File: config.mk
export PLATFORM = sky130hd
export DESIGN_NAME = chipCore
export DESIGN_NICKNAME = d
export VERILOG_FILES = /design/src/cosPkg.sv /design/src/uartLink.sv /design/src/cmdEngine.sv /design/src/axilArbiter.sv /design/src/statusRegs.sv /design/src/chipCore.sv
export SDC_FILE = /design/constraint.sdc
export NUM_CORES = 1
export LEC_CHECK = 0
export ABC_AREA = 0
export ABC_CLOCK_PERIOD_IN_PS = 8700
export BUFFER_PORTS_ARGS = -buffer_cell sky130_fd_sc_hd__buf_2
export CAP_MARGIN = 20
export CELL_PAD_IN_SITES_DETAIL_PLACEMENT = 2
export CELL_PAD_IN_SITES_GLOBAL_PLACEMENT = 2
export CORE_ASPECT_RATIO = 1.25
export CORE_MARGIN = 8
export CORE_UTILIZATION = 45
export DETAILED_ROUTE_END_ITERATION = 10
export PLACE_DENSITY_LB_ADDON = 0.1
export SLEW_MARGIN = 20
export SYNTH_ARGS = -nofsm -noshare
export SYNTH_HDL_FRONTEND = slang
export SYNTH_SLANG_ARGS = --single-unit
File: constraint.sdc
create_clock -name clockRef -period 8.7 [get_ports clockRef]
set_clock_uncertainty 0.15 [all_clocks]
set_input_delay 0.87 -clock clockRef [delete_from_list [all_inputs] [get_ports clockRef]]
set_output_delay 0.87 -clock clockRef [all_outputs]
set_load 0.03 [all_outputs]
File: src/cosPkg.sv
// Management shell package with bus types, register map and protocol constants
`default_nettype none

package cosPkg;

  // ************************************************************
  // Bus and stream types
  // ************************************************************

  // Master to slave AXI4-Lite signals
  typedef struct packed {
    logic        awValid;
    logic [7:0]  awAddr;
    logic        wValid;
    logic [31:0] wData;
    logic [3:0]  wStrb;
    logic        bReady;
    logic        arValid;
    logic [7:0]  arAddr;
    logic        rReady;
  } axilReq_t;

  // Slave to master AXI4-Lite signals
  typedef struct packed {
    logic        awReady;
    logic        wReady;
    logic        bValid;
    logic [1:0]  bResp;
    logic        arReady;
    logic        rValid;
    logic [31:0] rData;
    logic [1:0]  rResp;
  } axilRsp_t;

  // One UART byte in flight
  typedef struct packed {
    logic       valid;
    logic [7:0] data;
  } byteStream_t;

  // Bit period timer, wide enough for the baud settings below
  typedef logic [7:0] bitTimer_t;

  // ************************************************************
  // Register map and protocol codes
  // ************************************************************

  localparam logic [7:0]  AddrId      = 8'h00;
  localparam logic [7:0]  AddrScratch = 8'h04;
  localparam logic [7:0]  AddrLed     = 8'h08;
  localparam logic [31:0] CosId       = 32'h0C05_0001;
  localparam int          LedCount    = 3;

  localparam logic [7:0] OpWrite     = 8'h57;
  localparam logic [7:0] OpRead      = 8'h52;
  localparam logic [7:0] StatusOk    = 8'h4B;
  localparam logic [7:0] StatusErr   = 8'h45;
  localparam logic [7:0] StatusBadOp = 8'h3F;

  localparam logic [1:0] RespOkay   = 2'd0;
  localparam logic [1:0] RespSlvErr = 2'd2;

  // Command ports and their bit periods in clock cycles
  localparam int UartCount         = 2;
  localparam int ClocksPerBitPort0 = 16;
  localparam int ClocksPerBitPort1 = 24;

endpackage

`default_nettype wire

File: src/uartLink.sv
// Full-duplex 8N1 UART with a parameterized bit period
`timescale 1ns/1ps
`default_nettype none

module uartLink #(
  parameter int ClocksPerBit = cosPkg::ClocksPerBitPort0
) (
  input  wire logic                clockRef,
  input  wire logic                arstN,
  input  wire logic                rxLine,
  output logic                     txLine,
  output cosPkg::byteStream_t      rxByte,
  input  wire cosPkg::byteStream_t txByte,
  output logic                     txReady
);

  typedef enum logic [1:0] {RxIdle, RxStart, RxData, RxStop} rxState_t;

  rxState_t          rxState;
  logic [1:0]        rxSync;
  cosPkg::bitTimer_t rxTimer;
  logic [2:0]        rxBitIdx;
  logic [7:0]        rxShift;
  logic              rxValid;

  logic              txBusy;
  cosPkg::bitTimer_t txTimer;
  logic [3:0]        txBitIdx;
  logic [9:0]        txShift;

  // ************************************************************
  // Receiver
  // ************************************************************

  // Two-flop synchronizer, idle high
  always_ff @(posedge clockRef or negedge arstN) begin
    if (!arstN) begin
      rxSync <= 2'b11;
    end else begin
      rxSync <= {rxSync[0], rxLine};
    end
  end

  always_ff @(posedge clockRef or negedge arstN) begin
    if (!arstN) begin
      rxState  <= RxIdle;
      rxTimer  <= '0;
      rxBitIdx <= '0;
      rxValid  <= 1'b0;
    end else begin
      rxValid <= 1'b0;
      if (rxState != RxIdle && rxTimer != '0) begin
        rxTimer <= rxTimer - 1'b1;
      end else begin
        case (rxState)
          RxIdle: begin
            // Falling edge, wait half a bit to land mid start bit
            if (!rxSync[1]) begin
              rxTimer <= cosPkg::bitTimer_t'(ClocksPerBit / 2 - 1);
              rxState <= RxStart;
            end
          end
          RxStart: begin
            rxTimer  <= cosPkg::bitTimer_t'(ClocksPerBit - 1);
            rxBitIdx <= '0;
            rxState  <= rxSync[1] ? RxIdle : RxData;
          end
          RxData: begin
            rxTimer  <= cosPkg::bitTimer_t'(ClocksPerBit - 1);
            rxBitIdx <= rxBitIdx + 1'b1;
            if (rxBitIdx == 3'd7) begin
              rxState <= RxStop;
            end
          end
          default: begin
            // Low stop bit means a framing error, drop the byte
            rxValid <= rxSync[1];
            rxState <= RxIdle;
          end
        endcase
      end
    end
  end

  // Data bits arrive LSB first
  always_ff @(posedge clockRef) begin
    if (rxState == RxData && rxTimer == '0) begin
      rxShift <= {rxSync[1], rxShift[7:1]};
    end
  end

  assign rxByte = '{valid: rxValid, data: rxShift};

  // ************************************************************
  // Transmitter
  // ************************************************************

  always_ff @(posedge clockRef or negedge arstN) begin
    if (!arstN) begin
      txBusy   <= 1'b0;
      txTimer  <= '0;
      txBitIdx <= '0;
      txShift  <= '1;
    end else if (!txBusy) begin
      if (txByte.valid) begin
        // Stop bit, data, start bit
        txShift  <= {1'b1, txByte.data, 1'b0};
        txTimer  <= cosPkg::bitTimer_t'(ClocksPerBit - 1);
        txBitIdx <= '0;
        txBusy   <= 1'b1;
      end
    end else if (txTimer != '0) begin
      txTimer <= txTimer - 1'b1;
    end else begin
      txShift  <= {1'b1, txShift[9:1]};
      txTimer  <= cosPkg::bitTimer_t'(ClocksPerBit - 1);
      txBitIdx <= txBitIdx + 1'b1;
      if (txBitIdx == 4'd9) begin
        txBusy <= 1'b0;
      end
    end
  end

  assign txLine  = txShift[0];
  assign txReady = !txBusy;

endmodule

`default_nettype wire

File: src/cmdEngine.sv
// UART command frame parser and response builder acting as an AXI4-Lite master
`timescale 1ns/1ps
`default_nettype none

module cmdEngine (
  input  wire logic                clockRef,
  input  wire logic                arstN,
  input  wire cosPkg::byteStream_t rxByte,
  output cosPkg::byteStream_t      txByte,
  input  wire logic                txReady,
  output cosPkg::axilReq_t         busReq,
  input  wire cosPkg::axilRsp_t    busRsp
);

  typedef enum logic [2:0] {
    StRxOp,
    StRxAddr,
    StRxData,
    StBusWrite,
    StBusRead,
    StTx
  } engState_t;

  engState_t   state;
  logic        isWrite;
  logic [1:0]  byteCnt;
  logic        awPend;
  logic        wPend;
  logic        arPend;
  logic [2:0]  txCount;
  logic [7:0]  addr;
  logic [31:0] wData;
  logic [39:0] txShift;

  // ************************************************************
  // Frame FSM
  // ************************************************************

  always_ff @(posedge clockRef or negedge arstN) begin
    if (!arstN) begin
      state   <= StRxOp;
      isWrite <= 1'b0;
      byteCnt <= '0;
      awPend  <= 1'b0;
      wPend   <= 1'b0;
      arPend  <= 1'b0;
      txCount <= '0;
    end else begin
      case (state)
        StRxOp: begin
          if (rxByte.valid) begin
            if (rxByte.data == cosPkg::OpWrite || rxByte.data == cosPkg::OpRead) begin
              isWrite <= (rxByte.data == cosPkg::OpWrite);
              state   <= StRxAddr;
            end else begin
              // Unknown opcode, answer at once
              txCount <= 3'd1;
              state   <= StTx;
            end
          end
        end
        StRxAddr: begin
          if (rxByte.valid) begin
            byteCnt <= '0;
            arPend  <= !isWrite;
            state   <= isWrite ? StRxData : StBusRead;
          end
        end
        StRxData: begin
          if (rxByte.valid) begin
            byteCnt <= byteCnt + 1'b1;
            if (byteCnt == 2'd3) begin
              awPend <= 1'b1;
              wPend  <= 1'b1;
              state  <= StBusWrite;
            end
          end
        end
        StBusWrite: begin
          if (busRsp.awReady) awPend <= 1'b0;
          if (busRsp.wReady) wPend <= 1'b0;
          if (busRsp.bValid) begin
            txCount <= 3'd1;
            state   <= StTx;
          end
        end
        StBusRead: begin
          if (busRsp.arReady) arPend <= 1'b0;
          if (busRsp.rValid) begin
            // Status plus four data bytes only on OKAY
            txCount <= (busRsp.rResp == cosPkg::RespOkay) ? 3'd5 : 3'd1;
            state   <= StTx;
          end
        end
        default: begin
          if (txReady) begin
            txCount <= txCount - 1'b1;
            if (txCount == 3'd1) state <= StRxOp;
          end
        end
      endcase
    end
  end

  // Frame payload and response queue
  always_ff @(posedge clockRef) begin
    if (state == StRxAddr && rxByte.valid) begin
      addr <= rxByte.data;
    end
    if (state == StRxData && rxByte.valid) begin
      wData <= {wData[23:0], rxByte.data};
    end
    if (state == StRxOp && rxByte.valid) begin
      txShift <= {cosPkg::StatusBadOp, 32'h0};
    end else if (state == StBusWrite && busRsp.bValid) begin
      txShift <= {(busRsp.bResp == cosPkg::RespOkay) ? cosPkg::StatusOk : cosPkg::StatusErr,
                  32'h0};
    end else if (state == StBusRead && busRsp.rValid) begin
      txShift <= {(busRsp.rResp == cosPkg::RespOkay) ? cosPkg::StatusOk : cosPkg::StatusErr,
                  busRsp.rData};
    end else if (state == StTx && txReady) begin
      txShift <= {txShift[31:0], 8'h00};
    end
  end

  // ************************************************************
  // Outputs
  // ************************************************************

  always_comb begin
    busReq         = '0;
    busReq.awValid = awPend;
    busReq.awAddr  = addr;
    busReq.wValid  = wPend;
    busReq.wData   = wData;
    busReq.wStrb   = 4'hF;
    busReq.bReady  = (state == StBusWrite);
    busReq.arValid = arPend;
    busReq.arAddr  = addr;
    busReq.rReady  = (state == StBusRead);
  end

  assign txByte = '{valid: (state == StTx), data: txShift[39:32]};

endmodule

`default_nettype wire

File: src/axilArbiter.sv
// Two-master round-robin AXI4-Lite arbiter, one whole transaction per grant
`timescale 1ns/1ps
`default_nettype none

module axilArbiter (
  input  wire logic             clockRef,
  input  wire logic             arstN,
  input  wire cosPkg::axilReq_t mstReq [2],
  output cosPkg::axilRsp_t      mstRsp [2],
  output cosPkg::axilReq_t      slvReq,
  input  wire cosPkg::axilRsp_t slvRsp
);

  logic       owner;
  logic       busy;
  logic       lastServed;
  logic [1:0] reqVec;
  logic       winner;
  logic       txnDone;

  // ************************************************************
  // Grant control
  // ************************************************************

  always_comb begin
    for (int i = 0; i < 2; i++) begin
      reqVec[i] = mstReq[i].awValid || mstReq[i].arValid;
    end
  end

  // Both requesting, the one not served last wins
  always_comb begin
    if (reqVec == 2'b11) begin
      winner = !lastServed;
    end else begin
      winner = reqVec[1];
    end
  end

  // End of transaction on the B or R handshake
  assign txnDone = busy && ((slvRsp.bValid && slvReq.bReady) ||
                            (slvRsp.rValid && slvReq.rReady));

  always_ff @(posedge clockRef or negedge arstN) begin
    if (!arstN) begin
      owner      <= 1'b0;
      busy       <= 1'b0;
      lastServed <= 1'b1;
    end else if (!busy) begin
      if (reqVec != 2'b00) begin
        owner <= winner;
        busy  <= 1'b1;
      end
    end else if (txnDone) begin
      busy       <= 1'b0;
      lastServed <= owner;
    end
  end

  // ************************************************************
  // Request and response routing
  // ************************************************************

  always_comb begin
    slvReq = '0;
    if (busy) begin
      slvReq = mstReq[owner];
    end
  end

  // Master without the grant sees all zeros
  always_comb begin
    for (int i = 0; i < 2; i++) begin
      mstRsp[i] = '0;
      if (busy && owner == i[0]) begin
        mstRsp[i] = slvRsp;
      end
    end
  end

endmodule

`default_nettype wire

File: src/statusRegs.sv
// AXI4-Lite slave with identity, scratch and LED registers
`timescale 1ns/1ps
`default_nettype none

module statusRegs (
  input  wire logic                          clockRef,
  input  wire logic                          arstN,
  input  wire cosPkg::axilReq_t              busReq,
  output cosPkg::axilRsp_t                   busRsp,
  output logic [cosPkg::LedCount-1:0]        ledOut
);

  logic                        bPending;
  logic [1:0]                  bResp;
  logic                        rPending;
  logic [1:0]                  rResp;
  logic [31:0]                 rData;
  logic [31:0]                 scratch;
  logic [cosPkg::LedCount-1:0] led;
  logic                        wrFire;
  logic                        rdFire;
  logic                        wrHit;

  assign wrFire = busReq.awValid && busReq.wValid && !bPending;
  assign rdFire = busReq.arValid && !rPending;

  // Identity is read only, anything else unmapped or unaligned
  assign wrHit = (busReq.awAddr == cosPkg::AddrScratch) || (busReq.awAddr == cosPkg::AddrLed);

  // ************************************************************
  // Write path
  // ************************************************************

  always_ff @(posedge clockRef or negedge arstN) begin
    if (!arstN) begin
      bPending <= 1'b0;
      scratch  <= '0;
      led      <= '0;
    end else begin
      if (wrFire) begin
        bPending <= 1'b1;
        if (busReq.awAddr == cosPkg::AddrScratch) scratch <= busReq.wData;
        if (busReq.awAddr == cosPkg::AddrLed) led <= busReq.wData[cosPkg::LedCount-1:0];
      end else if (bPending && busReq.bReady) begin
        bPending <= 1'b0;
      end
    end
  end

  always_ff @(posedge clockRef) begin
    if (wrFire) begin
      bResp <= wrHit ? cosPkg::RespOkay : cosPkg::RespSlvErr;
    end
  end

  // ************************************************************
  // Read path
  // ************************************************************

  always_ff @(posedge clockRef or negedge arstN) begin
    if (!arstN) begin
      rPending <= 1'b0;
    end else if (rdFire) begin
      rPending <= 1'b1;
    end else if (rPending && busReq.rReady) begin
      rPending <= 1'b0;
    end
  end

  always_ff @(posedge clockRef) begin
    if (rdFire) begin
      rResp <= cosPkg::RespOkay;
      case (busReq.arAddr)
        cosPkg::AddrId:      rData <= cosPkg::CosId;
        cosPkg::AddrScratch: rData <= scratch;
        cosPkg::AddrLed:     rData <= {{(32 - cosPkg::LedCount){1'b0}}, led};
        default: begin
          rData <= '0;
          rResp <= cosPkg::RespSlvErr;
        end
      endcase
    end
  end

  always_comb begin
    busRsp         = '0;
    busRsp.awReady = !bPending;
    busRsp.wReady  = !bPending;
    busRsp.bValid  = bPending;
    busRsp.bResp   = bResp;
    busRsp.arReady = !rPending;
    busRsp.rValid  = rPending;
    busRsp.rData   = rData;
    busRsp.rResp   = rResp;
  end

  assign ledOut = led;

endmodule

`default_nettype wire

File: src/chipCore.sv
// Management shell core with two UART command ports sharing one register block
`timescale 1ns/1ps
`default_nettype none

module chipCore (
  input  wire logic                           clockRef,
  input  wire logic                           arstN,
  input  wire logic [cosPkg::UartCount-1:0]   uartRx,
  output logic      [cosPkg::UartCount-1:0]   uartTx,
  output logic      [cosPkg::LedCount-1:0]    ledOut
);

  cosPkg::byteStream_t           rxStream [cosPkg::UartCount];
  cosPkg::byteStream_t           txStream [cosPkg::UartCount];
  logic [cosPkg::UartCount-1:0]  txReady;
  cosPkg::axilReq_t              engReq [2];
  cosPkg::axilRsp_t              engRsp [2];
  cosPkg::axilReq_t              regReq;
  cosPkg::axilRsp_t              regRsp;

  // ************************************************************
  // Command ports, each with its own baud rate
  // ************************************************************

  for (genvar i = 0; i < cosPkg::UartCount; i++) begin : gPort
    uartLink #(
      .ClocksPerBit(i == 0 ? cosPkg::ClocksPerBitPort0 : cosPkg::ClocksPerBitPort1)
    ) uUartLink (
      .clockRef (clockRef),
      .arstN    (arstN),
      .rxLine   (uartRx[i]),
      .txLine   (uartTx[i]),
      .rxByte   (rxStream[i]),
      .txByte   (txStream[i]),
      .txReady  (txReady[i])
    );

    cmdEngine uCmdEngine (
      .clockRef (clockRef),
      .arstN    (arstN),
      .rxByte   (rxStream[i]),
      .txByte   (txStream[i]),
      .txReady  (txReady[i]),
      .busReq   (engReq[i]),
      .busRsp   (engRsp[i])
    );
  end

  // Shared register block behind the arbiter
  axilArbiter uAxilArbiter (
    .clockRef (clockRef),
    .arstN    (arstN),
    .mstReq   (engReq),
    .mstRsp   (engRsp),
    .slvReq   (regReq),
    .slvRsp   (regRsp)
  );

  statusRegs uStatusRegs (
    .clockRef (clockRef),
    .arstN    (arstN),
    .busReq   (regReq),
    .busRsp   (regRsp),
    .ledOut   (ledOut)
  );

endmodule

`default_nettype wire

==> impl_metrics.csv <==
group,metric,value,unit
route,vias_per_cell,5.84,
logic_synthesis,avgSynthCellArea,11.6,um^2
logic_synthesis,synth.area.top_cells,"edfxtp_1 26%, dfrtp_1 19%, dfxtp_1 11%, dfstp_2 4.1%, nand2_1 4.0%",
route,routed_wl,39900,um
worst_setup_path,cp-start-kind,"flop",
sta,worst_pin_slew,1.04,ns
placement,io_buffers,8,
clock_network,cts.clk_slew.worst_paths,0.06,ns
floorplanning,num_rows,74,
clock_network,cts_resized,0,
clock_network,cts_max_path_buffers,3,
layout,post-route-util,50.7,%
run_status,run_status,"complete, no violations",
sta,tns,0,ns
clock_network,cts.sinks,348,
worst_setup_path,cp_data_arrival_time,3.48,ns
power_and_ir_drop,ir_drop,0.201,mV
sta,finalCritPeriodShare,37.1,%
clock_network,numCtsBuffers,38,
logic_synthesis,syn_nets,1320,
global_route,grt-ovfl-total,0,
layout,drive_above_1_share,12.8,%
layout,design_area,16500,um^2
placement,dp_hpwl,26200,um
global_route,grtUsageTotal,20.8,%
clock_network,holdBufCountCts,0,
logic_synthesis,synth_cells,1284,
route,via_count,10100,
worst_setup_path,crit_required,8.95,ns
logic_synthesis,syn_area,14900,um^2
flow_run,cap_violations,0,
clock_network,htreeDepth,2,
placement,gp_congestion,0.752,
logic_synthesis,synth_cell_types,78,
worst_setup_path,critPathCaptureType,"flop",
floorplanning,start_util,45.7,%
layout,final_nets,1320,
route,ant_nets,0,
worst_setup_path,worstPathMaxFanout,35,
layout,final_cells,1731,
route,drcViolationCount,0,
logic_synthesis,yosysSeqAreaShare,60.4,%
global_route,grt_pass1_wl,64100,um
logic_synthesis,yosys.area.top_type,"edfxtp_1",
floorplanning,die_w,179,um
global_route,grt_start_max_net_pins,77,
clock_network,cts_root_buf,"clkbuf_16",
logic_synthesis,ys_warn_count,0,
logic_synthesis,ys_seq_elements,348,
layout,antenna_cells,0,
global_route,grt_pass1_vias,11200,
sta,slew_headroom,30.5,%
floorplanning,die_h,219,um
placement,place_inst,1660,
floorplanning,pin_count,9,
clock_network,cts_tree,"yes",
power_and_ir_drop,p_per_area,310,nW/um^2
placement,place_area,15300,um^2
route,drt_iter0_markers,469,
power_and_ir_drop,leakage,6.53,nW
sta,hold_viol,0,
logic_synthesis,synth_edf_count,130,
sta,final_max_slew_viol_count,0,
route,detail_route.wl_per_cell,23.0,um
layout,syn_to_final_growth,11.1,%
global_route,antenna_found_initial,1,
floorplanning,die_area,39200,um^2
sta,setup_viol,0,
worst_setup_path,worstSetupPathType,"reg2reg",
clock_network,clk_latency,0.53,ns
logic_synthesis,synth_top_area_share,26.2,%
logic_synthesis,async_flop_share,39.7,%
sta,clock.fmax,310,MHz
floorplanning,core_area,32600,um^2
route,first_pass_iters,4,
clock_network,post_cts_buffers,0,
logic_synthesis,synth_flop_cell,"edfxtp_1",
sta,rsz0062_at_grt,"no",
sta,min_period,3.23,ns
min_path,hp-class,"reg2reg",
-- metrics by stage --
step                setup slack (ns)  hold slack, ns  total power [W]
floorplan                       4.95           0.195          0.00319
detailed placement              5.10           0.202          0.00358
global placement                5.24           0.197          0.00347
CTS                             5.08           0.212          0.00520
finish                          5.47           0.209          0.00513
global route                    5.28           0.211          0.00544
-- final timing paths --
path                                               from  slack (ns)  depth (start not counted)                             end
setup / recovery                     uAxilArbiter.owner        5.47                          6          uStatusRegs.scratch[0]
max in group asynchronous                         arstN        6.69                          2   gPort[0].uUartLink.rxTimer[4]
min in group asynchronous                         arstN        0.25                          1  gPort[1].uUartLink.txBitIdx[2]
setup reg to reg                     uAxilArbiter.owner        5.47                          6          uStatusRegs.scratch[0]
hold / removal             gPort[1].uUartLink.rxSync[0]        0.21                          0    gPort[1].uUartLink.rxSync[1]
hold reg to reg            gPort[1].uUartLink.rxSync[0]        0.21                          0    gPort[1].uUartLink.rxSync[1]
-- critical path, cell delays in order (launching register included) --
cell and delay (ns):
dfrtp_1 0.87, nand2_2 0.11, o22a_1 0.26, nor4_4 0.27, buf_4 0.37, and2_4 0.65, mux2_2 0.41
-- state kept, by name (all words and copies together), names as in the netlist, 16 cells and up --
| signal | flops |
|---|---|
| gPort.uCmdEngine.addr | 16 |
| gPort.uCmdEngine.txShift | 80 |
| gPort.uCmdEngine.wData | 64 |
| gPort.uUartLink.rxShift | 16 |
| gPort.uUartLink.rxTimer | 16 |
| gPort.uUartLink.txShift | 18 |
| gPort.uUartLink.txTimer | 16 |
| uStatusRegs.rData | 32 |
| uStatusRegs.scratch | 32 |
-- synth_stat cells (19+ instances only) --
cell type / n
nor3_1: 19
nor2_1: 75
nand3_1: 19
nand2_1: 160
dfstp_2: 23
mux2i_1: 26
a22oi_1: 61
mux2_4: 30
o21ai_0: 59
edfxtp_1: 130
a21oi_1: 101
clkbuf_1: 50
and2_1: 35
ha_1: 32
dfxtp_1: 80
a22o_1: 34
dfrtp_1: 115
inv_1: 30
-- cell families after synthesis --
logic type / synth area share (%)
AOI/OAI and AO/OA: 14.5
xor gates and xnor gates: 0.706
adders and majority gates: 2.69
buffers and inverters: 2.95
DFF: 60.4
muxes: 5.61
and+or+nand+nor: 13.2
-- final cells by class --
cell class / instances / area, um^2
clock buffer: 49 / 1030
multi-input combinational: 840 / 5510
inverter: 31 / 116
sequential: 348 / 8990
timing repair buffer: 25 / 186
tap: 418 / 523
clock inverter: 20 / 181
fill: 3212 / 16100
-- layer usage --
metal / track usage (%) / vias up / part of all wire [%]
met3: 2.80 / 77 / 2.6
met1: 25.4 / 5224 / 43
met5: 0 / - / 0.033
li1: - / 4668 / -
met4: 7.07 / 2 / 3.1
met2: 37.3 / 144 / 52
-- cell usage in the layout, fill, tap and decap left out, types with 8 or more instances in the layout --
master and count:
o21ai_1 9, dfrtp_1 115, mux2i_1 26, and2_1 34, o31ai_1 9, nor2_1 72, inv_1 30, nor2b_1 11
mux2_4 30, buf_4 16, a22oi_1 61, o21ai_0 59, edfxtp_1 130, nor3_1 18, clkbuf_16 39, nand2b_1 16
nand3_1 19, mux2_2 11, nand2_1 160, dfstp_2 23, clkbuf_1 8, dfxtp_1 80, a21o_1 10, a22o_1 34
ha_1 32, a21oi_1 101
-- where the power goes --
part           internal (W)  switching (W)  total, W
sequential          0.00207       0.000307   0.00237
clock              0.000930       0.000653   0.00158
combinational      0.000476       0.000700   0.00118
total               0.00347        0.00166   0.00513
No activity file was read; power rests on OpenSTA's default activity.
